`src/hw/lstm_pkg.sv`:
```
`default_nettype none

package lstm_pkg;

  //////////////////////////////////////////////////////////////
  // fixed point format, Q8.16 data
  localparam int QZ_R   = 8;             // integer bits
  localparam int QZ_D   = 16;            // fraction bits
  localparam int QZ     = QZ_R + QZ_D;   // data word
  localparam int BIAS_W = 16;            // bias is Q0.16
  localparam int ACC_W  = 56;            // 48b product + 8b headroom

  localparam int GATE_NUM    = 4;
  localparam int GATE_IN     = 0;        // lowest slot in every four-gate word
  localparam int GATE_FORGET = 1;
  localparam int GATE_CELL   = 2;
  localparam int GATE_OUT    = 3;

  localparam logic signed [QZ-1:0] ONE_Q = QZ'(1 << QZ_D);  // 1.0

  typedef enum logic [1:0] {
    PH_IDLE  = 2'd0,
    PH_INPUT = 2'd1,                     // weights x features
    PH_RECUR = 2'd2,                     // weights x previous h
    PH_WAIT  = 2'd3                      // drain until last h write
  } phase_t;

  // Q.32 accumulator back to Q8.16, clipped to the data range
  function automatic logic [QZ-1:0] sat_q(input logic signed [ACC_W-1:0] v);
    logic signed [ACC_W-1:0] s;
    s = v >>> QZ_D;                      // arithmetic, keeps sign
    if (&s[ACC_W-1:QZ-1] || ~|s[ACC_W-1:QZ-1])
      return s[QZ-1:0];                  // fits
    return s[ACC_W-1] ? {1'b1, {(QZ-1){1'b0}}} : {1'b0, {(QZ-1){1'b1}}};
  endfunction

endpackage

`default_nettype wire

```
`src/hw/state_ram.sv`:
```
`timescale 1ns/1ps
`default_nettype none

module state_ram #(
  parameter  int HIDDEN_SIZE = 4,
  localparam int IW          = (HIDDEN_SIZE > 1) ? $clog2(HIDDEN_SIZE) : 1
) (
  input  logic                    clk,
  input  logic                    rst_n,
  input  logic                    bank_sel_i,
  input  logic                    seq_first_i,
  input  logic [IW-1:0]           h_rd_addr_i,
  input  logic [IW-1:0]           c_rd_addr_i,
  input  logic                    h_wr_en_i,
  input  logic [IW-1:0]           h_wr_addr_i,
  input  logic [lstm_pkg::QZ-1:0] h_wr_data_i,
  input  logic                    c_wr_en_i,
  input  logic [lstm_pkg::QZ-1:0] c_wr_data_i,
  output logic [lstm_pkg::QZ-1:0] h_prev_o,
  output logic [lstm_pkg::QZ-1:0] c_prev_o
);

  logic [lstm_pkg::QZ-1:0] h_mem [2][HIDDEN_SIZE];  // ping-pong hidden vector
  logic [lstm_pkg::QZ-1:0] c_mem [HIDDEN_SIZE];     // cell state, in place

  //////////////////////////////////////////////////////////////
  // reads from bank_sel, writes into the other bank
  assign h_prev_o = seq_first_i ? '0 : h_mem[bank_sel_i][h_rd_addr_i];
  assign c_prev_o = seq_first_i ? '0 : c_mem[c_rd_addr_i];

  always_ff @(posedge clk or negedge rst_n)
  begin
    if (!rst_n)
    begin
      for (int i = 0; i < HIDDEN_SIZE; i++)
      begin
        h_mem[0][i] <= '0;
        h_mem[1][i] <= '0;
        c_mem[i]    <= '0;
      end
    end
    else
    begin
      if (h_wr_en_i)
        h_mem[!bank_sel_i][h_wr_addr_i] <= h_wr_data_i;
      if (c_wr_en_i)
        c_mem[c_rd_addr_i] <= c_wr_data_i;  // shared address port
    end
  end

endmodule

`default_nettype wire

```
`config.mk`:
```
export PLATFORM = sky130hd
export DESIGN_NAME = state_ram
export DESIGN_NICKNAME = d
export VERILOG_FILES = /design/src/hw/lstm_pkg.sv /design/src/hw/state_ram.sv
export SDC_FILE = /design/constraint.sdc
export NUM_CORES = 1
export LEC_CHECK = 0
export BUFFER_PORTS_ARGS = -buffer_cell sky130_fd_sc_hd__buf_2
export CAP_MARGIN = 20
export CORE_MARGIN = 5
export CORE_UTILIZATION = 35
export DETAILED_ROUTE_END_ITERATION = 8
export GPL_ROUTABILITY_DRIVEN = 1
export PLACE_DENSITY_LB_ADDON = 0.12
export RECOVER_POWER = 100
export SYNTH_ARGS = -nofsm -noshare
export SYNTH_HDL_FRONTEND = slang
export SYNTH_SLANG_ARGS = --single-unit
```
`constraint.sdc`:
```
create_clock -name clk -period 5.4 [get_ports clk]
set_clock_uncertainty 0.1 [all_clocks]
set_input_delay 1.35 -clock clk [delete_from_list [all_inputs] [get_ports clk]]
set_output_delay 1.35 -clock clk [all_outputs]
set_load 0.005 [all_outputs]
```
After elaboration in Yosys (flattened, before gate mapping)
Index checks and enable logic that the tools add are counted.

Register bits: 288. Input bits: 60. Output and inout port bits: 48.

$lt $le $gt $ge: 8. Multiplexer cells: 19. Bitwise logic cells: 5. Reduce and logical (&&, ||, !) cells: 4.

Operator list (number): 96-bit two-way mux (4); 192-bit bitwise mux (1); 24-bit two-way mux (8); 24-bit binary-select mux with 2-bit select (2); 96-bit bitwise mux (1); 24-bit demux with 2-bit select (2); 96-bit demux with 1-bit select (1); 3-bit greater-or-equal comparator (second input constant) (3); 2-bit inverter with 3-bit output (3); 3-bit by 1-bit less-than comparator with 1-bit output (second input constant) (2); 2-bit greater-or-equal comparator (second input constant) (2); 1-bit inverter with 2-bit output (2); 1-bit logical AND (3); 2-bit by 1-bit less-than comparator with 1-bit output (second input constant) (1); 1-bit logical NOT (1).

Longest topological paths before layout
Gate-level depths: netlist (run 1).

Depth after elaboration: 8. Gate-level depth with buffers: 5.

Worst setup path after synthesis (run 1)
No wires, ideal clock.

Kind: in2out. Start: input h_rd_addr_i[0]. End: output h_prev_o[10] (netlist bit). Arrival: 2.406 ns. Slack: 1.544 ns. Cell stages on the path: 5. Path buffers: 2. Path through: buf_4 buf_6 mux4_2 mux2i_1 nor2_1.

Longest elaborated chain between the ends: 5.

Ends and longest elaborated chain: from (decl) (line state_ram.sv:12) `input logic [IW-1:0] h_rd_addr_i,`; 2-bit inverter with 3-bit output (not written as such) (line state_ram.sv:28) `assign h_prev_o = seq_first_i ? '0 : h_mem[bank_sel_i][h_rd_addr_i];`; 24-bit binary-select mux with 2-bit select (line state_ram.sv:28); 24-bit two-way mux (not written as such) (2 in a row) (line state_ram.sv:28); 24-bit two-way mux (line state_ram.sv:28); to (decl) (line state_ram.sv:19) `output logic [lstm_pkg::QZ-1:0] h_prev_o,`.

Every way passes these cells. The select of a mux whose other input is x is not followed.

Worst setup path in the final report (run 1)
Start: input h_rd_addr_i[0]. End: output h_prev_o[9] (netlist bit).

Same word-level chain as after synthesis.

==> out/qor.yml, run 1 <==
status: "complete, but fails checks"
violations: "max-capacitance violations, max-slew violations"
p_total_mw: 6.11
ys_seq_area_share_pct: 55.1
hpwl_mm: 17.7
via_per_inst: 5.13
yosysWarnings: 0
tns_ns: 0
yosys-top-cells-area: "dfrtp_1 (55%), mux2_2 (25%), mux4_2 (12%), mux2i_1 (1.8%), nor2b_1 (1.1%)"
firstDrtPassIters: 4
reg2reg_to: "c_mem[77]$_DFFE_PN0P_"
drive_gt1_share_pct: 52.9
rows: 70
synth_cell_types: 22
post-route-drc-count: 0
dpl_cell_area_mm2: 0.0141
post-place-cells: 1331
ctsLongestPathBuffers: 3
final_core_util_pct: 41.0
slew_violations: 268
crit_start: "h_rd_addr_i[0]"
stdcell_area_mm2: 0.0151
die_area_mm2: 0.0413
nNetsFinal: 961
drt_iter0_drc: 231
hold_path_class: "reg2reg"
antenna_found_initial: 1
post-route-min-period_ns: 4.70
cts_hold_buf: 0
syn_avg_cell_area_um2: 16.6
first_global_vias: 8091
p_per_area_mw_per_mm2: 406
antennaDiodeCount: 0
fin_cells: 1391
io_buffers: 107
hold_violations: 0
syn_inst: 786
cp_max_fo: 19
die_x_um: 203
rrSetupSlack_ns: 4.53
root_buffer: "clkbuf_16"
start_util_pct: 35.6
tightest_slew_ns: 2.83
die_y_um: 203
grt.total_usage_pct: 14.9
setup_viol: 0
clock_latency_ns: 0.51
p_leak_nw: 6.34
syn2layout_area_growth_pct: 15.2
cp-start-kind: "input pin"
cts_buffers: 35
rr_worst_depth: 1
ioPinCount: 108
crit_type: "in2out"
layout_commonest_cell: "dfrtp_1"
grt_max_degree: 106
end_kind: "output port"
drv_cap: 8
post-synth-top-area-cell: "dfrtp_1"
synth_area_mm2: 0.0131
grt_pass1_wl_mm: 48.4
cts_tree: "yes"
fillers: 3430
clock-sinks: 288
cts_resized: 0
fmax_mhz: 213
cts.htree.levels: 2
ant_nets: 0
setup_ws_ns: 0.698
hold_ws_ns: 0.386
critPathRequiredTime_ns: 3.95
rsz0062_at_grt: "false"
post-cts-setup-buffers: 0
synth_top_area_share_pct: 55.1
rr_startpoint: "c_mem[77]$_DFFE_PN0P_"
ys_ff_latch: 288
routed_wl_mm: 29.8
hold_depth: 1
final_cell_mix: "dfrtp_1 (288), mux2_2 (286), mux4_2 (72), clkbuf_1 (64), buf_2 (60)"
path_clk_slew_ns: 0.05
ir_drop_mv: 0.239
place_congestion: 0.691
slew_headroom_pct: -88.5
critPathCapture: "h_prev_o[9]"
worstPathArrival_ns: 3.25
core_area_mm2: 0.0367
pre_cts_ws_ns: 0.832
wl_per_cell_um: 21.4
final.period_utilization_pct: 87.1
syn_nets: 846
via_count: 7131
overflow: 0
## how the worst min path moves through the flow
| stage | start | end | slack, ns |
|---|---|---|---|
| global route | h_mem[39]$_DFFE_PN0P_ | h_mem[39]$_DFFE_PN0P_ | 0.41 |
| floorplan | h_mem[173]$_DFFE_PN0P_ | h_mem[173]$_DFFE_PN0P_ | 0.35 |
| finish | h_mem[173]$_DFFE_PN0P_ | h_mem[173]$_DFFE_PN0P_ | 0.39 |
| global placement | h_mem[173]$_DFFE_PN0P_ | h_mem[173]$_DFFE_PN0P_ | 0.37 |
| CTS | h_mem[173]$_DFFE_PN0P_ | h_mem[173]$_DFFE_PN0P_ | 0.39 |
| detailed placement | h_mem[173]$_DFFE_PN0P_ | h_mem[173]$_DFFE_PN0P_ | 0.38 |
## worst max-delay path: stages
cell      delay, ns
clkbuf_2       0.57
buf_12         0.29
buf_4          0.20
mux4_2         0.51
mux2i_1        0.14
nor2_1         0.06
clkbuf_1       0.12
## cell usage after synthesis (all sizes together)
| cell type | number |
|---|---|
| dfrtp | 288 |
| nor3 | 2 |
| nand4b | 3 |
| nand3 | 1 |
| mux2i | 24 |
| nand2b | 1 |
| mux2 | 288 |
| nand4 | 1 |
| clkbuf | 7 |
| mux4 | 72 |
| nor3b | 3 |
| nor2b | 24 |
| nand2 | 1 |
| buf | 45 |
| nand3b | 2 |
| nor2 | 24 |
## layout make-up
class	instances	area, µm²	area share (%)
flip-flops and latches	288	7210	47.9
multi-input cells	446	5480	36.4
clock buffers	54	1050	6.96
repair buffers	130	671	4.45
well taps	468	586	3.89
clock inverters	5	68.8	0.457
## sequential cells by signal, summed over array words and instances, names as in the netlist
name / count
c_mem: 96
h_mem: 192
## logic make-up after synthesis
| logic type | after synthesis | synth area share [%] |
|---|---|---|
| multiplexers | 384 | 39.1 |
| flip-flops | 288 | 55.1 |
| AND/OR/NAND/NOR | 62 | 3.22 |
| buffers and inverters | 52 | 2.59 |
## where the power goes
group,switching (mW),internal (mW)
Sequential,0.206,2.61
Clock,0.902,1.38
Combinational,0.367,0.643
## layer usage
layer	GRT usage (%)	share of wire (%)
met5	0	0.044
met4	3.93	2.2
met3	3.64	4.6
met2	24.7	48
met1	19.7	45
No activity file was read; power rests on OpenSTA's default activity.
==> run 2: changes to the inputs <==
--- a/config.mk
+++ b/config.mk
@@ -9,6 +9,7 @@
 export CAP_MARGIN = 20
 export CORE_MARGIN = 5
 export CORE_UTILIZATION = 35
+export CTS_BUF_LIST = sky130_fd_sc_hd__clkbuf_8
 export DETAILED_ROUTE_END_ITERATION = 8
 export GPL_ROUTABILITY_DRIVEN = 1
 export PLACE_DENSITY_LB_ADDON = 0.12
==> out/qor.yml, run 2 (synthesis results as in run 1) <==
rr_worst_depth: 1
overflow: 0
pwr-share-seq_pct: 48.5
crit_type: "in2out"
p_int_mw: 4.34
clockPowerShare_pct: 34.2
io_buffers: 107
rr_startpoint: "c_mem[3]$_DFFE_PN0P_"
p_leak_nw: 6.37
tns_ns: 0
grt_pass1_wl_mm: 49.0
fmax_mhz: 212
worstPathArrival_ns: 3.27
cts_hold_buf: 0
die_x_um: 203
end_kind: "output port"
firstDrtPassIters: 4
rows: 70
antennaDiodeCount: 0
ioPinCount: 108
drt_iter0_drc: 244
routed_wl_mm: 30.3
drive_gt1_share_pct: 53.0
syn2layout_area_growth_pct: 14.2
clock_latency_ns: 0.59
drv_cap: 8
p_sw_share_pct: 25.5
reg_top3: "h_mem x192, c_mem x96"
slew_violations: 269
tightest_slew_ns: 2.80
root_buffer: "clkbuf_8"
post-cts-setup-buffers: 0
antenna_found_initial: 0
grt_max_degree: 106
clock-sinks: 288
final_cell_mix: "dfrtp_1 (288), mux2_2 (285), mux4_2 (72), clkbuf_8 (62), buf_2 (60)"
core_area_mm2: 0.0367
cts_tree: "yes"
wl_per_cell_um: 21.3
layout_commonest_cell: "dfrtp_1"
largest_reg_flops: 192
status: "complete, but fails checks"
crit_start: "h_rd_addr_i[0]"
first_global_vias: 8272
p_comb_share_pct: 17.4
slew_headroom_pct: -86.6
die_area_mm2: 0.0413
cp-start-kind: "input pin"
violations: "max-capacitance violations, max-slew violations"
cp_max_fo: 19
rsz0062_at_grt: "false"
p_per_area_mw_per_mm2: 390
post-route-min-period_ns: 4.72
hold_violations: 0
hold_path_class: "reg2reg"
nNetsFinal: 978
reg2reg_to: "c_mem[3]$_DFFE_PN0P_"
die_y_um: 203
rrSetupSlack_ns: 4.50
path_clk_slew_ns: 0.05
grt.total_usage_pct: 15.1
hold_ws_ns: 0.384
ctsLongestPathBuffers: 3
critPathCapture: "h_prev_o[9]"
ir_drop_mv: 0.194
post-route-drc-count: 0
final.period_utilization_pct: 87.4
place_congestion: 0.691
cts_resized: 0
critPathRequiredTime_ns: 3.95
via_per_inst: 5.08
via_count: 7222
largest_register: "h_mem"
cts_buffers: 52
hold_depth: 1
ant_nets: 0
p_sw_mw: 1.48
fillers: 3471
hpwl_mm: 17.7
setup_viol: 0
start_util_pct: 35.6
cts.htree.levels: 2
-- run 2: changes by cell type in the layout (fill, tap and decap cells not counted), sizes merged --
cell      before  now
buf           70   69
clkinvlp       0    2
clkinv         3    0
clkbuf       114  123
inv            1   24
-- run 2: how the worst min path moves through the flow --
| stage | from | to | slack (ns) |
|---|---|---|---|
| 2_1_floorplan | h_mem[173]$_DFFE_PN0P_ | h_mem[173]$_DFFE_PN0P_ | 0.35 |
| 3_3_place_gp | h_mem[173]$_DFFE_PN0P_ | h_mem[173]$_DFFE_PN0P_ | 0.37 |
| 3_5_place_dp | h_mem[173]$_DFFE_PN0P_ | h_mem[173]$_DFFE_PN0P_ | 0.38 |
| 4_1_cts | h_mem[173]$_DFFE_PN0P_ | h_mem[173]$_DFFE_PN0P_ | 0.39 |
| 5_1_grt | h_mem[39]$_DFFE_PN0P_ | h_mem[39]$_DFFE_PN0P_ | 0.41 |
| 6_report | h_mem[173]$_DFFE_PN0P_ | h_mem[173]$_DFFE_PN0P_ | 0.38 |
-- run 2: metal layers --
layer / global-route usage [%] / vias to the layer above / share of wire, %
li1: - / 3204 / -
met1: 19.7 / 3830 / 44
met2: 25.2 / 129 / 49
met3: 3.75 / 59 / 4.5
met4: 4.22 / 0 / 2.4
met5: 0 / - / 0
-- run 2: area by class of cell --
type                       instances  area, µm²  area share (%)
timing repair buffer             130        658            4.41
tap                              468        586            3.92
sequential                       288       7210            48.3
multi-input combinational        446       5480            36.7
clock buffer                      62        853            5.72
clock inverter                    27        148           0.989
-- run 2: worst max-delay path: stages --
cell and delay, ns:
clkbuf_2 0.58, buf_12 0.29, buf_4 0.20, mux4_2 0.51, mux2i_1 0.14, nor2_1 0.06, clkbuf_1 0.12
-- run 2: power groups by stage --
stage | registers [mW] | logic (mW) | clock network [mW]
after global routing | 2.88 | 1.13 | 2.18
after detailed placement | 2.86 | 1.05 | 0
after CTS | 2.82 | 1.05 | 2.08
after floorplan | 2.78 | 0.783 | 0
final | 2.82 | 1.01 | 1.99
after global placement | 2.86 | 1.03 | 0
-- run 2: stage by stage --
step / instance area (µm²) / power, mW / setup WS, ns / instances / utilization, %
CTS: 15100 / 5.96 / 0.827 / 1420 / 41.1
floorplan: 13100 / 3.57 / 1.54 / 786 / -
global placement: 14100 / 3.89 / 0.850 / 1331 / 38.4
finish: 14900 / 5.82 / 0.683 / 1421 / 40.7
detailed placement: 14100 / 3.91 / 0.832 / 1331 / 38.4
global route: 14900 / 6.18 / 0.424 / 1421 / 40.7
