### src/hw/lstm_pkg.sv
`default_nettype none

package lstm_pkg;

  //////////////////////////////////////////////////////////////
  // fixed point format, Q8.16 data
  localparam int QZ_R   = 8;             // integer bits
  localparam int QZ_D   = 16;            // fraction bits
  localparam int QZ     = QZ_R + QZ_D;   // data word
  localparam int BIAS_W = 16;            // bias is Q0.16
  localparam int ACC_W  = 56;            // 48b product + 8b headroom

  localparam int GATE_NUM    = 4;
  localparam int GATE_IN     = 0;        // lowest slot in every four-gate word
  localparam int GATE_FORGET = 1;
  localparam int GATE_CELL   = 2;
  localparam int GATE_OUT    = 3;

  localparam logic signed [QZ-1:0] ONE_Q = QZ'(1 << QZ_D);  // 1.0

  typedef enum logic [1:0] {
    PH_IDLE  = 2'd0,
    PH_INPUT = 2'd1,                     // weights x features
    PH_RECUR = 2'd2,                     // weights x previous h
    PH_WAIT  = 2'd3                      // drain until last h write
  } phase_t;

  // Q.32 accumulator back to Q8.16, clipped to the data range
  function automatic logic [QZ-1:0] sat_q(input logic signed [ACC_W-1:0] v);
    logic signed [ACC_W-1:0] s;
    s = v >>> QZ_D;                      // arithmetic, keeps sign
    if (&s[ACC_W-1:QZ-1] || ~|s[ACC_W-1:QZ-1])
      return s[QZ-1:0];                  // fits
    return s[ACC_W-1] ? {1'b1, {(QZ-1){1'b0}}} : {1'b0, {(QZ-1){1'b1}}};
  endfunction

endpackage

`default_nettype wire

### src/hw/cell_update.sv
`timescale 1ns/1ps
`default_nettype none

module cell_update #(
  parameter  int HIDDEN_SIZE = 4,
  localparam int IW          = (HIDDEN_SIZE > 1) ? $clog2(HIDDEN_SIZE) : 1
) (
  input  logic                                       clk,
  input  logic                                       rst_n,
  input  logic [lstm_pkg::GATE_NUM*lstm_pkg::QZ-1:0] gates_pre_i,
  input  logic                                       gates_valid_i,
  input  logic [IW-1:0]                              unit_index_i,
  input  logic [lstm_pkg::QZ-1:0]                    c_prev_i,
  output logic [IW-1:0]                              c_rd_addr_o,
  output logic                                       c_wr_en_o,
  output logic [lstm_pkg::QZ-1:0]                    c_wr_data_o,
  output logic                                       h_wr_en_o,
  output logic [IW-1:0]                              h_wr_addr_o,
  output logic [lstm_pkg::QZ-1:0]                    h_wr_data_o,
  output logic [lstm_pkg::QZ-1:0]                    h_o,
  output logic [IW-1:0]                              h_index_o,
  output logic                                       h_valid_o
);

  localparam int QZ    = lstm_pkg::QZ;
  localparam int ACC_W = lstm_pkg::ACC_W;

  // x/4 + 0.5 clipped to [0, 1]
  function automatic logic signed [QZ-1:0] hard_sigmoid(input logic signed [QZ-1:0] x);
    logic signed [QZ-1:0] y;
    y = (x >>> 2) + (lstm_pkg::ONE_Q >>> 1);
    if (y < 0)
      y = '0;
    else if (y > lstm_pkg::ONE_Q)
      y = lstm_pkg::ONE_Q;
    return y;
  endfunction

  function automatic logic signed [QZ-1:0] hard_tanh(input logic signed [QZ-1:0] x);
    if (x > lstm_pkg::ONE_Q)
      return lstm_pkg::ONE_Q;
    if (x < -lstm_pkg::ONE_Q)
      return -lstm_pkg::ONE_Q;
    return x;
  endfunction

  logic                    s1_valid;
  logic [IW-1:0]           s1_idx;
  logic signed [QZ-1:0]    s1_i, s1_f, s1_g, s1_o, s1_c;
  logic [IW-1:0]           s2_idx;     // also the cell write address
  logic signed [QZ-1:0]    s2_o;
  logic signed [2*QZ-1:0]  fc_prod, ig_prod, oh_prod;
  logic signed [ACC_W-1:0] c_sum;
  logic signed [QZ-1:0]    c_tanh;

  // single address port on the cell bank where the stage 2 write wins
  assign c_rd_addr_o = c_wr_en_o ? s2_idx : unit_index_i;

  //////////////////////////////////////////////////////////////
  // stage 1 with activations and c_prev capture
  always_ff @(posedge clk)
  begin
    if (gates_valid_i)
    begin
      s1_i <= hard_sigmoid($signed(gates_pre_i[lstm_pkg::GATE_IN*QZ +: QZ]));
      s1_f <= hard_sigmoid($signed(gates_pre_i[lstm_pkg::GATE_FORGET*QZ +: QZ]));
      s1_g <= hard_tanh($signed(gates_pre_i[lstm_pkg::GATE_CELL*QZ +: QZ]));
      s1_o <= hard_sigmoid($signed(gates_pre_i[lstm_pkg::GATE_OUT*QZ +: QZ]));
      s1_c <= c_prev_i;                  // already zero on a first step
    end
  end

  // stage 2 computes c = f*c_prev + i*g
  assign fc_prod = s1_f * s1_c;
  assign ig_prod = s1_i * s1_g;
  assign c_sum   = {{(ACC_W-2*QZ){fc_prod[2*QZ-1]}}, fc_prod}
                 + {{(ACC_W-2*QZ){ig_prod[2*QZ-1]}}, ig_prod};

  always_ff @(posedge clk)
  begin
    if (s1_valid)
    begin
      c_wr_data_o <= lstm_pkg::sat_q(c_sum);
      s2_o        <= s1_o;
    end
  end

  // stage 3 computes h = o * hardtanh(c)
  assign c_tanh  = hard_tanh(c_wr_data_o);
  assign oh_prod = s2_o * c_tanh;       // |o*tanh| <= 1 so the clip never hits

  always_ff @(posedge clk)
  begin
    if (c_wr_en_o)
      h_o <= lstm_pkg::sat_q({{(ACC_W-2*QZ){oh_prod[2*QZ-1]}}, oh_prod});
  end

  always_ff @(posedge clk or negedge rst_n)
  begin
    if (!rst_n)
    begin
      s1_valid  <= 1'b0;
      s1_idx    <= '0;
      c_wr_en_o <= 1'b0;
      s2_idx    <= '0;
      h_valid_o <= 1'b0;
      h_index_o <= '0;
    end
    else
    begin
      s1_valid  <= gates_valid_i;
      s1_idx    <= unit_index_i;
      c_wr_en_o <= s1_valid;
      s2_idx    <= s1_idx;
      h_valid_o <= c_wr_en_o;
      h_index_o <= s2_idx;
    end
  end

  assign h_wr_en_o   = h_valid_o;
  assign h_wr_addr_o = h_index_o;
  assign h_wr_data_o = h_o;

  // later stages carry this index unchanged
  assert property (@(posedge clk) disable iff (!rst_n)
    s1_valid |-> (s1_idx < HIDDEN_SIZE));
  // units must be spaced so the c read never meets a pending c write
  assert property (@(posedge clk) disable iff (!rst_n)
    gates_valid_i |-> !c_wr_en_o);

endmodule

`default_nettype wire

### config.mk
export PLATFORM = sky130hd
export DESIGN_NAME = cell_update
export DESIGN_NICKNAME = d
export VERILOG_FILES = /design/src/hw/lstm_pkg.sv /design/src/hw/cell_update.sv
export SDC_FILE = /design/constraint.sdc
export NUM_CORES = 2
export LEC_CHECK = 0
export BUFFER_PORTS_ARGS = -buffer_cell sky130_fd_sc_hd__buf_2
export CAP_MARGIN = 20
export CORE_ASPECT_RATIO = 0.7
export CORE_MARGIN = 3
export CORE_UTILIZATION = 55
export DETAILED_ROUTE_END_ITERATION = 10
export PLACE_DENSITY = 0.7
export SKIP_LAST_GASP = 1
export SLEW_MARGIN = 20
export SYNTH_ARGS = -nofsm -noshare
export SYNTH_HDL_FRONTEND = slang
export SYNTH_SLANG_ARGS = --single-unit
### constraint.sdc
create_clock -name clk -period 12.7 [get_ports clk]
set_clock_uncertainty 0.15 [all_clocks]
set_input_delay 0.635 -clock clk [delete_from_list [all_inputs] [get_ports clk]]
set_output_delay 0.635 -clock clk [all_outputs]
set_load 0.01 [all_outputs]
Word-level counts from Yosys, hierarchy flattened --
Index checks and enable logic that the tools add are counted.
Operators by class: multiplexer cells 30, $mul 3, add/sub/neg operators 4, reductions and logical operators 11, $lt $le $gt $ge 10
Operators by type and width (number):
- $mux W24 | 14
- $mul A23 B24 Y47 | 3
- $add A22 B17 Y23 const B | 3
- $gt A23 B18 Y1 const B | 3
- $lt A23 B1 Y1 const B | 3
- $mux W17 | 3
- $add A47 B47 Y48 | 1
- $gt A24 B18 Y1 const B | 2
- $lt A24 B17 Y1 const B | 2
- $reduce_and A17 Y1 | 1
- $reduce_or A17 Y1 | 1
- $mux W1 | 12
- $reduce_and A9 Y1 | 1
- $reduce_or A9 Y1 | 1
- $reduce_or A2 Y1 | 3
- $logic_not A1 Y1 | 2
- $logic_or A1 B1 Y1 | 2
- $mux W2 | 1
Storage, ports and cells: register bits after elaboration 197, word-level logic and storage cells 75, output and inout port bits 81

Depth between registers and ports, before layout --
depth after elaboration 12, depth in mapped cells 36

Worst setup path before layout --
No wires, ideal clock.
path type register to register, start register s1_g[23], end register c_wr_data_o[10] (netlist name) (data pin), path slack 3244 ps, cell stages (with the launch flop) 30, clock period less this slack 9456 ps, data required time 12420 ps, arrival 9176 ps, cells stage by stage edfxtp_1 > clkbuf_1 > nand2_1 > fa_1 > inv_1 > fa_1 > fa_1 > inv_1 > fa_1 > fa_1 > fa_1 > fa_1 > inv_1 > fa_1 > inv_1 > fa_1 > inv_1 > ha_1 > clkbuf_1 > a21oi_1 > o21ai_0 > a221oi_1 > a211oi_1 > a21oi_1 > a31oi_1 > a31o_2 > a21o_1 > o41ai_1 > clkbuf_1 > o21a_1
Between the ends: cells in the longest elaborated chain, start to end 8, elaborated cells between the ends (all ways) 11
RTL lines:
- start: declaration | line cell_update.sv:49 | logic signed [QZ-1:0] s1_i, s1_f, s1_g, s1_o, s1_c;
- start signal: assignment | line cell_update.sv:67 | s1_g <= hard_tanh($signed(gates_pre_i[lstm_pkg::GATE_CELL*QZ +: QZ]));
- $mul A23 B24 Y47 * | line cell_update.sv:75 | assign ig_prod = s1_i * s1_g;
- $add A47 B47 Y48 * | line cell_update.sv:77 | + {{(ACC_W-2*QZ){ig_prod[2*QZ-1]}}, ig_prod};
- $reduce_or A17 Y1 | line lstm_pkg.sv:32 | if (&s[ACC_W-1:QZ-1] || ~|s[ACC_W-1:QZ-1])
- $logic_not A1 Y1 | line lstm_pkg.sv:32
- $logic_or A1 B1 Y1 | line lstm_pkg.sv:32
- $mux W1 | line lstm_pkg.sv:32
- $mux W1 | line cell_update.sv:81 | if (s1_valid)
- $mux W24 * | line lstm_pkg.sv:34 | return s[ACC_W-1] ? {1'b1, {(QZ-1){1'b0}}} : {1'b0, {(QZ-1){1'b1}}};
- end signal: assignment | line cell_update.sv:83 | c_wr_data_o <= lstm_pkg::sat_q(c_sum);
- end: declaration | line cell_update.sv:16 | output logic [lstm_pkg::QZ-1:0] c_wr_data_o,
Every way passes the cells marked *; elsewhere a longest branch is shown, timed or not. The select of a mux whose other input is x is not followed. A chain may end at the register's enable or synchronous reset.

Worst setup path in the final report --
start register c_wr_data_o[2] (netlist name), end register h_o[15] (netlist name) (data pin)
Between the ends: cells in the longest elaborated chain, start to end 12, elaborated cells between the ends (all ways) 18
RTL lines:
- $lt A24 B17 Y1 | line cell_update.sv:42 | if (x < -lstm_pkg::ONE_Q)
- $mux W1 (2 in a row) | line cell_update.sv:42
- $mux W24 | line cell_update.sv:44 | return x;
- $mux W24 * | line cell_update.sv:42
- $mul A23 B24 Y47 * | line cell_update.sv:90 | assign oh_prod = s2_o * c_tanh;
- $reduce_or A9 Y1 | line lstm_pkg.sv:32
- $logic_not A1 Y1 | line lstm_pkg.sv:32
- $logic_or A1 B1 Y1 | line lstm_pkg.sv:32
- $mux W1 | line lstm_pkg.sv:32
- $mux W1 | line cell_update.sv:94 | if (c_wr_en_o)
- $mux W24 * | line lstm_pkg.sv:34
- end signal: assignment | line cell_update.sv:95 | h_o <= lstm_pkg::sat_q({{(ACC_W-2*QZ){oh_prod[2*QZ-1]}}, oh_prod});
- end: declaration | line cell_update.sv:20 | output logic [lstm_pkg::QZ-1:0] h_o,
Marks and branches as above.

==> flow_summary.yaml <==
place:
  place_congestion: 0.978
  numPortBuffers: 199
  hpwl_mm: 148
floorplanning:
  die_w_um: 429
  ioPinCount: 206
  rows: 108
  initial_core_util_pct: 55.5
  die_area_um2: 130000
  die_y_um: 302
  fp.coreArea_um2: 124000
min_path:
  worstHoldPathCells: 1
  hold_end: "s1_c[20]"
  hold_class: "in -> reg"
  hold_start: "c_prev_i[20]"
routing:
  wl_per_cell_um: 19.5
  vias_per_cell: 5.43
  vias: 47600
  drt_first_pass_iters: 5
  drc: 0
  wl_mm: 171
  dr.first_iter.drc_count: 3368
  ant_nets: 0
layout:
  area_delta_synth_final_pct: 4.56
  fillCellCount: 10700
  nets: 9448
  register_area_um2: 5870
  final_cell_mix: "fa_1 (1865), inv_1 (1847), nand2_1 (1107)"
  drive_gt1_share_pct: 5.16
  multi_input_area_um2: 54800
  mostFrequentLayoutCell: "fa_1"
global_route:
  grt_max_degree: 142
  first_global_vias: 51500
  antenna_found_initial: 1
  grt.overflow.total: 0
  grt_pass1_wl_mm: 284
  grt_use_total_pct: 28.3
setup_path:
  critPathBufInv: 6
  regToRegSetupSlack_ns: 1.45
  crit_type: "reg -> reg"
  cpMaxStageDelayCell: "a2111oi_0"
  crit_arrival_ns: 11.41
  timing.rr.start: "c_wr_data_o[2]"
  worst-r2r-cell-count: 30
  rr_endpoint: "h_o[15]"
  cp_data_required_time_ns: 12.86
  cpMostUsedCell: "fa_1"
  crit_path_end_kind: "flip-flop"
  crit_path_start_kind: "flip-flop"
  cpLargestDelayFamily: "adder cells"
  crit_fanout: 23
  slowest_delay_ns: 0.87
yosys:
  yosysSeqAreaShare_pct: 8.51
  synth_top_flop_cell: "edfxtp_1"
  yosysUniqueCellTypes: 71
  netlist_area_um2: 68900
  synth_edf_count: 188
  synthArstFlopShare_pct: 4.57
  yosys_warnings: 0
  syn_area_per_cell_um2: 9.68
  syn-instance-count: 7121
  synth_seq_cells: 197
timing:
  drv_slew: 0
  hold_viol: 0
  period_share_pct: 88.6
  fmax_mhz: 88.9
  finalSetupTns_ns: 0
  period_needed_ns: 11.25
  rsz0062_at_grt: "no"
  setup_viol_count_final: 0
  worst_slew_pin_slew_ns: 1.22
  slew_headroom_pct: 18.5
clock_tree:
  cts_tree: "yes"
  cts-buffers-inserted: 17
  postCtsResizedCells: 0
  clock_latency_ns: 0.59
  clk_path_buf_depth: 2
  cts_root_buf: "clkbuf_16"
  h-tree-depth: 4
  clk_pin_slew_ns: 0.11
  cts.sinks: 197
outcome:
  status: "completed"
run:
  maxCapViolCount: 0
==> cell type report <==
cell class	count	share of cell area, %
clock buffers	17	0.590
inverters	1850	9.63
diodes	1	0.00347
clock inverters	14	0.220
repair buffers	306	2.54
multi-input cells	4734	76.0
flip-flops and latches	197	8.15
well taps	1650	2.86
==> cell usage after synthesis, drive strengths merged (5+ instances only) <==
cell | count | area share, %
o21a | 35 | 0.38
buf | 34 | 0.35
nor3 | 26 | 0.20
clkbuf | 323 | 1.8
or4 | 5 | 0.060
and2 | 462 | 4.2
a2111oi | 8 | 0.13
o21ai | 87 | 0.63
nand3 | 27 | 0.20
or2 | 8 | 0.073
and3 | 182 | 1.7
xnor2 | 61 | 0.77
a41oi | 6 | 0.087
nor4 | 26 | 0.24
nand2b | 43 | 0.39
dfrtp | 9 | 0.33
nor2b | 10 | 0.091
a211o | 5 | 0.064
edfxtp | 188 | 8.2
inv | 1848 | 10
ha | 352 | 6.4
a21oi | 86 | 0.62
xor2 | 32 | 0.41
a31oi | 17 | 0.15
nor2 | 109 | 0.59
o21bai | 18 | 0.20
nand2 | 1107 | 6.0
nand4 | 33 | 0.30
fa | 1865 | 54
or3 | 5 | 0.045
a211oi | 10 | 0.11
o31ai | 6 | 0.073
a21o | 32 | 0.35
==> state kept, by name (all words and copies together), names as in the netlist <==
signal	cells
s1_o	23
s1_i	23
s2_idx	2
s1_idx	2
h_index_o	2
c_wr_data_o	24
s1_valid	1
s1_f	23
s1_g	24
s2_o	23
h_valid_o	1
s1_c	24
h_o	24
c_wr_en_o	1
==> layer usage <==
metal / global-route usage (%) / wire, um / share of wire (%)
met3: 6.16 / 16000 / 9.4
met2: 42.0 / 75600 / 44
met1: 42.7 / 75500 / 44
met5: 0 / 0 / 0
met4: 7.27 / 4250 / 2.5
==> worst reg2reg max path: cells and delay by family (launching register included) <==
| family | cells | cell delay, ns |
|---|---|---|
| buffers and inverters | 6 | 1.64 |
| AO/OA/AOI/OAI | 9 | 2.62 |
| adder cells (fa/ha/maj) | 8 | 4.14 |
| AND/OR/NAND/NOR | 6 | 1.90 |
| multiplexers | 1 | 0.19 |
| flip-flops | 1 | 0.36 |
==> worst max-delay path by stage <==
stage	from	endpoint	depth (start not counted)	slack (ns)
final	c_wr_data_o[2]	h_o[15]	30	1.45
after detailed placement	c_wr_data_o[3]	h_o[15]	30	1.52
after global routing	c_wr_data_o[2]	h_o[3]	30	0.73
after CTS	c_wr_data_o[3]	h_o[15]	30	1.47
after floorplan	s1_g[23]	c_wr_data_o[10]	29	3.24
after global placement	c_wr_data_o[3]	h_o[2]	30	1.78
==> logic make-up (layout without fill, tap and decap cells) <==
group	count (synthesis)	count (layout)	share of synthesized area, %
compound gates	349	349	3.33
xor+xnor	93	93	1.18
fa+ha+maj	2217	2217	60.5
buf+inv	2207	2187	12.2
flops	197	197	8.51
mux	4	4	0.0635
other cells	1	19	0.00544
simple gates	2053	2053	14.2
==> per-stage QoR <==
stage	hold slack [ns]	cells	cell area, um^2	utilization, %	setup WS (ns)
after detailed placement	0.185	8733	71400	57.5	1.52
after floorplan	0.181	7138	69000	-	3.24
after global placement	0.183	8733	71400	57.5	1.78
after global routing	0.0438	8768	72100	58.0	0.726
after CTS	0.00839	8767	72100	58.0	1.47
final	0.0699	8769	72100	58.0	1.45
==> repair_timing <==
action	in CTS	in global routing
endpoints found under the hold margin	11	0
buffers inserted	0	0
hold buffers	3	0
Power is not shown: default switching activity piles up to over one toggle a cycle in this logic, so the estimate is an artifact.
