--- config.mk ---
export PLATFORM = sky130hd
export DESIGN_NAME = lstm_seq_ctrl
export DESIGN_NICKNAME = d
export VERILOG_FILES = /design/src/hw/lstm_pkg.sv /design/src/hw/lstm_seq_ctrl.sv
export SDC_FILE = /design/constraint.sdc
export NUM_CORES = 1
export LEC_CHECK = 0
export BUFFER_PORTS_ARGS = -buffer_cell sky130_fd_sc_hd__buf_2
export CAP_MARGIN = 0
export CORE_AREA = 4 4 44 46
export DETAILED_ROUTE_END_ITERATION = 10
export DIE_AREA = 0 0 48 50
export PLACE_DENSITY = 0.71
export SYNTH_ARGS = -nofsm -noshare
export SYNTH_HDL_FRONTEND = slang
export SYNTH_SLANG_ARGS = --single-unit
--- constraint.sdc ---
create_clock -name clk -period 1.5 [get_ports clk]
set_clock_uncertainty 0.05 [all_clocks]
set_input_delay 0.075 -clock clk [delete_from_list [all_inputs] [get_ports clk]]
set_output_delay 0.075 -clock clk [all_outputs]
set_load 0.05 [all_outputs]
--- src/hw/lstm_pkg.sv ---
`default_nettype none

package lstm_pkg;

  //////////////////////////////////////////////////////////////
  // fixed point format, Q8.16 data
  localparam int QZ_R   = 8;             // integer bits
  localparam int QZ_D   = 16;            // fraction bits
  localparam int QZ     = QZ_R + QZ_D;   // data word
  localparam int BIAS_W = 16;            // bias is Q0.16
  localparam int ACC_W  = 56;            // 48b product + 8b headroom

  localparam int GATE_NUM    = 4;
  localparam int GATE_IN     = 0;        // lowest slot in every four-gate word
  localparam int GATE_FORGET = 1;
  localparam int GATE_CELL   = 2;
  localparam int GATE_OUT    = 3;

  localparam logic signed [QZ-1:0] ONE_Q = QZ'(1 << QZ_D);  // 1.0

  typedef enum logic [1:0] {
    PH_IDLE  = 2'd0,
    PH_INPUT = 2'd1,                     // weights x features
    PH_RECUR = 2'd2,                     // weights x previous h
    PH_WAIT  = 2'd3                      // drain until last h write
  } phase_t;

  // Q.32 accumulator back to Q8.16, clipped to the data range
  function automatic logic [QZ-1:0] sat_q(input logic signed [ACC_W-1:0] v);
    logic signed [ACC_W-1:0] s;
    s = v >>> QZ_D;                      // arithmetic, keeps sign
    if (&s[ACC_W-1:QZ-1] || ~|s[ACC_W-1:QZ-1])
      return s[QZ-1:0];                  // fits
    return s[ACC_W-1] ? {1'b1, {(QZ-1){1'b0}}} : {1'b0, {(QZ-1){1'b1}}};
  endfunction

endpackage

`default_nettype wire

--- src/hw/lstm_seq_ctrl.sv ---
`timescale 1ns/1ps
`default_nettype none

module lstm_seq_ctrl #(
  parameter  int INPUT_SIZE  = 4,
  parameter  int HIDDEN_SIZE = 4,
  parameter  int SEQ_LEN     = 3,
  localparam int IW          = (HIDDEN_SIZE > 1) ? $clog2(HIDDEN_SIZE) : 1
) (
  input  logic             clk,
  input  logic             rst_n,
  input  logic             start_i,
  input  logic             weight_valid_i,
  input  logic             h_wr_en_i,
  input  logic [IW-1:0]    h_wr_addr_i,
  output lstm_pkg::phase_t phase_o,
  output logic             beat_valid_o,
  output logic             first_beat_o,
  output logic             last_beat_o,
  output logic [IW-1:0]    h_rd_addr_o,
  output logic [IW-1:0]    unit_index_o,
  output logic             bank_sel_o,
  output logic             seq_first_o,
  output logic             x_read_o,
  output logic             step_done_o
);

  localparam int MAX_BEAT = (INPUT_SIZE > HIDDEN_SIZE) ? INPUT_SIZE : HIDDEN_SIZE;
  localparam int BW       = (MAX_BEAT > 1) ? $clog2(MAX_BEAT) : 1;
  localparam int SW       = (SEQ_LEN > 1) ? $clog2(SEQ_LEN) : 1;

  lstm_pkg::phase_t phase_q;
  logic [BW-1:0]    beat_cnt;            // feature / h index inside a phase
  logic [IW-1:0]    unit_cnt;            // hidden unit being accumulated
  logic [SW-1:0]    seq_cnt;             // step inside the sequence
  logic             in_last;
  logic             rec_last;
  logic             unit_last;

  assign in_last   = (beat_cnt == BW'(INPUT_SIZE - 1));
  assign rec_last  = (beat_cnt == BW'(HIDDEN_SIZE - 1));
  assign unit_last = (unit_cnt == IW'(HIDDEN_SIZE - 1));

  assign beat_valid_o = weight_valid_i
                      && (phase_q == lstm_pkg::PH_INPUT || phase_q == lstm_pkg::PH_RECUR);
  assign first_beat_o = (phase_q == lstm_pkg::PH_INPUT) && (beat_cnt == '0);
  assign last_beat_o  = (phase_q == lstm_pkg::PH_RECUR) && rec_last;
  assign x_read_o     = beat_valid_o && (phase_q == lstm_pkg::PH_INPUT);
  assign h_rd_addr_o  = beat_cnt[IW-1:0];  // only meaningful in PH_RECUR
  assign phase_o      = phase_q;
  assign seq_first_o  = (seq_cnt == '0);   // zero h and c on the first step
  assign step_done_o  = (phase_q == lstm_pkg::PH_WAIT) && h_wr_en_i
                      && (h_wr_addr_i == IW'(HIDDEN_SIZE - 1));

  //////////////////////////////////////////////////////////////
  // step / unit / beat sequencing
  always_ff @(posedge clk or negedge rst_n)
  begin
    if (!rst_n)
    begin
      phase_q      <= lstm_pkg::PH_IDLE;
      beat_cnt     <= '0;
      unit_cnt     <= '0;
      unit_index_o <= '0;
      seq_cnt      <= '0;
      bank_sel_o   <= 1'b0;
    end
    else
    begin
      unique case (phase_q)
        lstm_pkg::PH_IDLE:
        begin
          beat_cnt <= '0;
          unit_cnt <= '0;
          if (start_i)
            phase_q <= lstm_pkg::PH_INPUT;
        end
        lstm_pkg::PH_INPUT:
        begin
          if (beat_valid_o)
          begin
            beat_cnt <= in_last ? '0 : beat_cnt + 1'b1;
            if (in_last)
              phase_q <= lstm_pkg::PH_RECUR;
          end
        end
        lstm_pkg::PH_RECUR:
        begin
          if (beat_valid_o)
          begin
            beat_cnt <= rec_last ? '0 : beat_cnt + 1'b1;
            if (rec_last)
            begin
              unit_index_o <= unit_cnt;  // travels with gates_valid
              unit_cnt     <= unit_last ? '0 : unit_cnt + 1'b1;
              phase_q      <= unit_last ? lstm_pkg::PH_WAIT : lstm_pkg::PH_INPUT;
            end
          end
        end
        lstm_pkg::PH_WAIT:
        begin
          if (step_done_o)
          begin
            phase_q    <= lstm_pkg::PH_IDLE;
            bank_sel_o <= !bank_sel_o;   // new h becomes the read bank
            seq_cnt    <= (seq_cnt == SW'(SEQ_LEN - 1)) ? '0 : seq_cnt + 1'b1;
          end
        end
      endcase
    end
  end

  // stream protocol, no beats outside a step and no restart inside one
  assert property (@(posedge clk) disable iff (!rst_n)
    (phase_q == lstm_pkg::PH_IDLE) |-> !weight_valid_i);
  assert property (@(posedge clk) disable iff (!rst_n)
    (phase_q != lstm_pkg::PH_IDLE) |-> !start_i);

endmodule

`default_nettype wire

Word level (Yosys, flattened, before mapping)
Cells that the tools add are included.
{"block": "word_totals", "word_cells": 58, "reg_bits": 11}
{"block": "op_classes", "n_reduce_logical": 19, "add_sub_neg": 3, "n_mux": 16, "eq_ne": 14}
{"op": "2-bit two-way mux", "count": 13}
{"op": "2-bit == test, second input constant", "count": 6}
{"op": "2-bit inequality test, second input constant", "count": 6}
{"op": "2-bit one-hot mux with 2 select lines", "count": 2}
{"op": "2-bit one-hot mux with 4 select lines", "count": 1}
{"op": "2-bit by 1-bit adder with 2-bit output, second input constant", "count": 3}
{"op": "1-bit logical AND", "count": 6}
{"op": "2-bit logical NOT", "count": 3}
{"op": "3-bit AND reduction", "count": 2}
{"op": "6-bit AND reduction", "count": 1}
{"op": "2-bit AND reduction", "count": 2}
{"op": "2-bit nonzero test", "count": 2}
{"op": "2-bit by 1-bit == test with 1-bit output, second input constant", "count": 1}
{"op": "2-bit by 1-bit inequality test with 1-bit output, second input constant", "count": 1}
{"op": "2-bit OR reduction", "count": 1}
{"op": "1-bit logical NOT", "count": 1}
{"op": "1-bit logical OR", "count": 1}

Logic depth before layout (Yosys ltp)
Gate-level depths: netlist of run 1.
{"block": "depth", "ltp_word": 5, "depth_mapped": 6, "mapped_depth_nobuf": 6}

Least setup slack after synthesis of run 1
No wires, ideal clock.
{"block": "synth_timing", "kind": "flip-flop to flip-flop", "from": "register phase_q[1], in the netlist phase_o[1]", "to": "register phase_q[1], in the netlist phase_o[1]", "required_ps": 1330, "slack_ps": -402, "path_stages_with_launch": 7, "t_arrival_ps": 1732, "n_path_buf": 0, "setup_ps": 120, "cell_sequence": "dfrtp_1 -> inv_1 -> ha_1 -> nand3_1 -> a22oi_2 -> a21oi_1 -> a31o_1"}
{"block": "synth_between", "elab_chain_cells": 5}
{"element": "start: declaration", "line": "lstm_seq_ctrl.sv:32", "text": "lstm_pkg::phase_t phase_q;"}
{"element": "start signal: assignment", "line": "lstm_seq_ctrl.sv:61", "text": "phase_q <= lstm_pkg::PH_IDLE;"}
{"element": "start signal: assignment", "line": "lstm_seq_ctrl.sv:76", "text": "phase_q <= lstm_pkg::PH_INPUT;"}
{"element": "start signal: assignment", "line": "lstm_seq_ctrl.sv:84", "text": "phase_q <= lstm_pkg::PH_RECUR;"}
{"element": "2-bit == test (tied with other cells)", "line": "lstm_seq_ctrl.sv:52, lstm_seq_ctrl.sv:70"}
{"element": "1-bit logical AND / 1-bit logical OR (equally long branches)", "line": "lstm_seq_ctrl.sv:52, lstm_seq_ctrl.sv:45"}
{"element": "1-bit logical AND (on tied branches)", "line": "lstm_seq_ctrl.sv:53, lstm_seq_ctrl.sv:45"}
{"element": "2-bit inequality test (no source line)"}
{"element": "6-bit AND reduction (no source line)"}
Parallel ways exist; a longest one is shown, timed or not.
A chain may end at the register's enable or synchronous reset.

Final worst setup path of run 1
{"block": "layout_timing", "from": "register phase_q[0], in the netlist phase_o[0]", "to": "output x_read_o"}
{"block": "layout_between", "elab_chain_cells": 4}
{"element": "2-bit by 1-bit == test with 1-bit output / 2-bit == test (equally long branches)", "line": "lstm_seq_ctrl.sv:45, lstm_seq_ctrl.sv:48"}
{"element": "1-bit logical OR", "line": "lstm_seq_ctrl.sv:45", "text": "&& (phase_q == lstm_pkg::PH_INPUT || phase_q == lstm_pkg::PH_RECUR);"}
{"element": "1-bit logical AND", "line": "lstm_seq_ctrl.sv:45"}
{"element": "1-bit logical AND *", "line": "lstm_seq_ctrl.sv:48", "text": "assign x_read_o = beat_valid_o && (phase_q == lstm_pkg::PH_INPUT);"}
{"element": "end: declaration", "line": "lstm_seq_ctrl.sv:24", "text": "output logic x_read_o,"}
Mark *: on every way between the ends. The rest lies on a longest branch, timed or not.

==> results of run 1 <==
==> cell type report <==
type / instances / area, um^2
Fill cell: 128 / 561
Timing Repair Buffer: 25 / 181
Sequential cell: 11 / 280
Tap cell: 16 / 20.0
Clock buffer: 4 / 26.3
Inverter: 5 / 21.3
Multi-Input combinational cell: 46 / 417
==> power by group through the flow <==
stage               logic [W]  clock network [W]  registers (W)
floorplan            0.000717                  0       0.000701
global placement      0.00118                  0       0.000502
detailed placement    0.00119                  0       0.000507
CTS                   0.00131           0.000212       0.000500
global route          0.00142           0.000224       0.000514
finish                0.00133           0.000201       0.000500
==> state kept, by name (all words and copies together), names as in the netlist <==
| name | count |
|---|---|
| bank_sel_o | 1 |
| h_rd_addr_o | 2 |
| phase_o | 2 |
| seq_cnt | 2 |
| unit_cnt | 2 |
| unit_index_o | 2 |
==> metal layers <==
layer,part of all wire (%),vias to the layer above
met5,0,-
met1,44,251
met4,3.5,0
met2,44,17
met3,8.5,4
li1,-,280
==> critical path, cell delays in order (launching register included) <==
cell and delay (ns):
dfrtp_2 0.42, inv_2 0.08, ha_4 0.30, and3_4 0.19, buf_8 0.14
==> synthesized netlist by cell type (2+ instances only) <==
master | count | share of area, %
nor2_1 | 3 | 1.7
nand3_1 | 2 | 1.5
a21oi_1 | 4 | 3.0
ha_1 | 7 | 13
o21ai_0 | 4 | 3.0
o31ai_1 | 2 | 2.3
inv_1 | 5 | 2.8
nand2_1 | 3 | 1.7
a22o_1 | 2 | 2.6
and2_1 | 3 | 2.8
mux2_2 | 3 | 5.1
dfrtp_1 | 11 | 42
==> logic make-up (layout without fill, tap and decap cells) <==
group           Yosys count  after routing
compound gates           15             15
xor+xnor                  1              1
mux                       4              4
fa+ha+maj                 7              7
buf+inv                   6             34
flops                    11             11
simple gates             19             19
==> metrics by stage <==
stage / cells / utilization (%) / hold slack, ns
5_1_grt: 107 / 62.8 / 0.171
2_1_floorplan: 63 / - / -0.271
4_1_cts: 107 / 62.1 / 0.150
6_report: 107 / 62.8 / 0.148
3_3_place_gp: 100 / 56.0 / -0.0916
3_5_place_dp: 100 / 56.0 / -0.0872
==> worst max-delay path by stage <==
stage | from | endpoint | slack (ns) | cells past startpoint
detailed placement | phase_o[0]$_DFFE_PN0P_ | phase_o[1]$_DFFE_PN0P_ | 0.004 | 6
global placement | phase_o[0]$_DFFE_PN0P_ | phase_o[1]$_DFFE_PN0P_ | -0.01 | 6
floorplan | phase_o[1]$_DFFE_PN0P_ | phase_o[1]$_DFFE_PN0P_ | -0.12 | 6
global route | phase_o[1]$_DFFE_PN0P_ | x_read_o | -0.08 | 4
CTS | phase_o[0]$_DFFE_PN0P_ | x_read_o | -0.03 | 4
finish | phase_o[0]$_DFFE_PN0P_ | x_read_o | -0.02 | 4
==> timing repair <==
| item | 4_1_cts | 5_1_grt |
|---|---|---|
| resized for setup | 13 | 4 |
| pin swaps | 1 | 2 |
| hold endpoints to repair | 11 | 0 |
| hold buffers | 1 | 0 |
| setup buffers | 2 | 0 |
| setup endpoints to repair | 7 | 7 |
==> metrics.cfg, run 1 <==
[power_and_ir_drop]
irDropWorstVdd_mv=1.12
power_leakage_nw=0.457
seq_power_share_pct=24.6
p_int_w=0.00101
power_w=0.00203
p_switching_w=0.00102
power.density_nw_per_um2=2140
comb_power_share_pct=65.4
p_sw_share_pct=50.3
p_clk_share_pct=9.9

[floorplan]
rows=14
die-width_um=48
die_h_um=50
io_pins=20
core-area_um2=1510
die_area_um2=2400
start_util_pct=44.0

[cts]
numClockSinks=11
cts_tree=built
numCtsBuffers=3
cts_htree_levels=1
cts_buffer_depth=2
clk_pin_slew_ns=0.07
insertion_delay_ns=0.26
cts_root_buf=clkbuf_4

[drt]
ant_nets=0
drtPass1Iterations=2
routedWlPerCell_um=13.3
drt-initial-drc-count=4
drc=0
routed_wl_um=1430
dr_total_vias=552
vias_per_cell=5.16

[final_layout]
mostFrequentLayoutCells=buf_2, dfrtp_1, buf_4
final_cell_area_um2=946
syn_to_final_growth_pct=42.6
drive_above_1_share_pct=53.8
final_common_cell=buf_2
n_antenna_cell=0
fin_nets=106

[run]
drv_cap=0

[synth]
yosysSeqAreaShare_pct=41.5
synth_top_family_by_area=simple AND/OR/NAND/NOR gates
synth-simple-area-share_pct=17.9
yosysWarnings=0
avgSynthCellArea_um2=10.5
synth_cells=63
synth-adder-area-share_pct=13.2
synth_area_um2=663
synth-compound-area-share_pct=15.3
synth_edf_count=0
syn_nets=77
synthFlopType=dfrtp_1
muxShareOfSynthArea_pct=6.79
ys_types=26
synthXorXnorAreaFrac_pct=1.32
ys_seq_elements=11
async_flop_share_pct=100

[grt]
grt_use_met3_pct=2.91
grt_max_degree=12
met2_usage_pct=18.7
first_global_vias=514
grt_pass1_wl_um=2170
grt.total_usage_pct=13.2
busiest_layer=met2
grtUsageMet1_pct=16.2
grt_overflow=0
antenna_found_initial=0

[setup_path]
regToRegEndpoint=phase_o[1]$_DFFE_PN0P_
cp.arrival_ns=1.40
end_kind=output pin
ff2ff_path_depth=6
crit_type=register to output pin
ff2ff_setup_slack_ns=0.03
crit_required_ns=1.37
path_max_fanout=7
worstReg2RegStart=phase_o[0]$_DFFE_PN0P_
start_kind=register

[place]
portBuffers=19
dpl.hpwl_um=1090
place_ws_ns=0.00439
gp_congestion=0.812
dpl_cell_area_um2=843

[min_path]
hp-class=primary input to asynchronous set/reset pin

[timing]
final-setup-viol-count=3
hold_viol=0
setup_tns_ns=-0.0468
slew_headroom_pct=83.0
worstMarginPinSlew_ns=0.255
post-route-period-util_pct=101
timing.final.max_slew_violations=0
fmax_mhz=658
setup_slack_ns=-0.0202
rsz0062_at_grt=yes
min_period_ns=1.52

[outcome]
status=finished with violations
violations=negative setup slack

Note: power is estimated with default switching activity, not from simulation.
==> inputs of run 2 (changes only) <==
==> constraint.sdc (replaced) <==
create_clock -name clk -period 1.5 [get_ports clk]
set_clock_uncertainty 0.05 [all_clocks]
set_input_delay 0.15 -clock clk [delete_from_list [all_inputs] [get_ports clk]]
set_output_delay 0.15 -clock clk [all_outputs]
set_load 0.05 [all_outputs]
==> run 2 against run 1 <==
The run still ends with negative setup slack left. Fmax is 4.1% lower. Worst hold slack better by 0.072 ns. Highest routed layer unchanged. Largest power group unchanged. Die area stayed put. Combinational power is 16% higher. Design area is 8.5% higher. Critical path type unchanged. Cell count is 6.5% higher. Sequential share of layout area is 2.3 points lower. Register-to-register slack worse by 0.08 ns.
==> metrics.cfg, run 2 (same netlist as run 1, synthesis figures left out) <==
[timing]
setup_slack_ns=-0.0860
hold_viol=0
slew_headroom_pct=84.0
worstMarginPinSlew_ns=0.237
timing.final.max_slew_violations=0
final-setup-viol-count=8
min_period_ns=1.59
post-route-period-util_pct=106
fmax_mhz=631
rsz0062_at_grt=yes

[final_layout]
syn_to_final_growth_pct=54.7
fill_cells=110
mostFrequentLayoutCells=buf_2, buf_4, dfrtp_1
stdcell_count=114
drive_above_1_share_pct=58.2
n_antenna_cell=0
final_common_cell=buf_2
multi_input_area_um2=428
fin_nets=113
utilization_pct=68.1
seq_area_um2=280

[setup_path]
crit_type=register to output pin
path_max_fanout=7
end_kind=output pin
ff2ff_path_depth=8
cp.arrival_ns=1.39
start_kind=register
crit_path_start=phase_o[1]$_DFFE_PN0P_
crit_required_ns=1.30
worstReg2RegStart=phase_o[0]$_DFFE_PN0P_

[drt]
ant_nets=0
drtPass1Iterations=4
drc=0
drt-initial-drc-count=5
routed_wl_um=1540
routedWlPerCell_um=13.5
vias_per_cell=5.18
dr_total_vias=591

[floorplan]
rows=14
die_h_um=50
start_util_pct=44.0
die_area_um2=2400
core-area_um2=1510
io_pins=20
die-width_um=48

[cts]
cts_tree=built
numCtsBuffers=3
clk_pin_slew_ns=0.07
numClockSinks=11
cts_root_buf=clkbuf_4
cts_buffer_depth=2
cts_htree_levels=1
insertion_delay_ns=0.27

[grt]
antenna_found_initial=0
grt_max_degree=12
grt_pass1_wl_um=2360
grt_overflow=0
grt.total_usage_pct=14.0
first_global_vias=548

[outcome]
violations=negative setup slack
status=finished with violations

[place]
dpl.hpwl_um=1040
portBuffers=19
gp_congestion=0.807
place_inst=100

[min_path]
hp-class=primary input to asynchronous set/reset pin

[power_and_ir_drop]
power_leakage_nw=0.498
power.density_nw_per_um2=2190
irDropWorstVdd_mv=1.30

[run]
drv_cap=0

run 2: changes by cell type in the layout (fill, tap and decap cells not counted), sizes merged:
cell | previous run | this run
buf | 24 | 31
run 2: repair_timing:
action | 4_1_cts | 5_1_grt
gates resized for setup | 20 | 4
buffers inserted | 7 | 2
setup endpoints to repair | 6 | 10
gates cloned | 0 | 0
hold buffers | 1 | 0
endpoints found under the hold margin | 11 | 0
pin swaps | 3 | 0
run 2: where the power goes:
part           internal [W]  switching, W
logic              0.000658      0.000883
registers          0.000396      0.000111
clock network      0.000103     0.0000967
total               0.00116       0.00109
run 2: worst paths after layout:
path / to / slack (ns)
worst min-delay path: seq_cnt[1]$_DFFE_PN0P_ / 0.22
worst min register to register: bank_sel_o$_DFFE_PN0P_ / 0.44
worst max-delay path: last_beat_o / -0.09
min in group clk: h_rd_addr_o[1]$_DFFE_PN0P_ / 0.28
worst max register to register: phase_o[0]$_DFFE_PN0P_ / -0.05
max in group asynchronous: phase_o[1]$_DFFE_PN0P_ / 0.96
run 2: final cells by class:
| class | count | area share (%) |
|---|---|---|
| multi-input combinational | 46 | 41.7 |
| sequential | 11 | 27.3 |
| timing repair buffer | 32 | 23.9 |
| clock buffer | 4 | 2.56 |
| inverter | 5 | 2.56 |
| tap | 16 | 1.95 |
run 2: per-stage QoR:
stage | power [W] | setup slack [ns] | setup TNS, ns | instance area, um^2 | hold WS, ns
after floorplan | 0.00142 | -0.122 | -0.266 | 714 | -0.196
after CTS | 0.00217 | -0.0715 | -0.327 | 998 | 0.220
after global placement | 0.00168 | -0.00491 | -0.00491 | 845 | -0.0162
final | 0.00225 | -0.0860 | -0.316 | 1030 | 0.220
after detailed placement | 0.00170 | -0.0156 | -0.0156 | 845 | -0.0181
after global routing | 0.00238 | -0.135 | -0.829 | 1030 | 0.242
run 2: per-layer routing:
metal  wire length, um  global-route usage, %  up-vias
li1                  -                      -      294
met1               718                   18.0      274
met2               683                   19.4       19
met3               109                   4.36        4
met4                25                   8.97        0
met5                 0                      0        -
run 2: worst max-delay path, cell delays in order, from the launching register on:
cell     delay (ns)
dfrtp_2        0.46
buf_4          0.16
ha_4           0.17
and2_2         0.18
buf_6          0.15
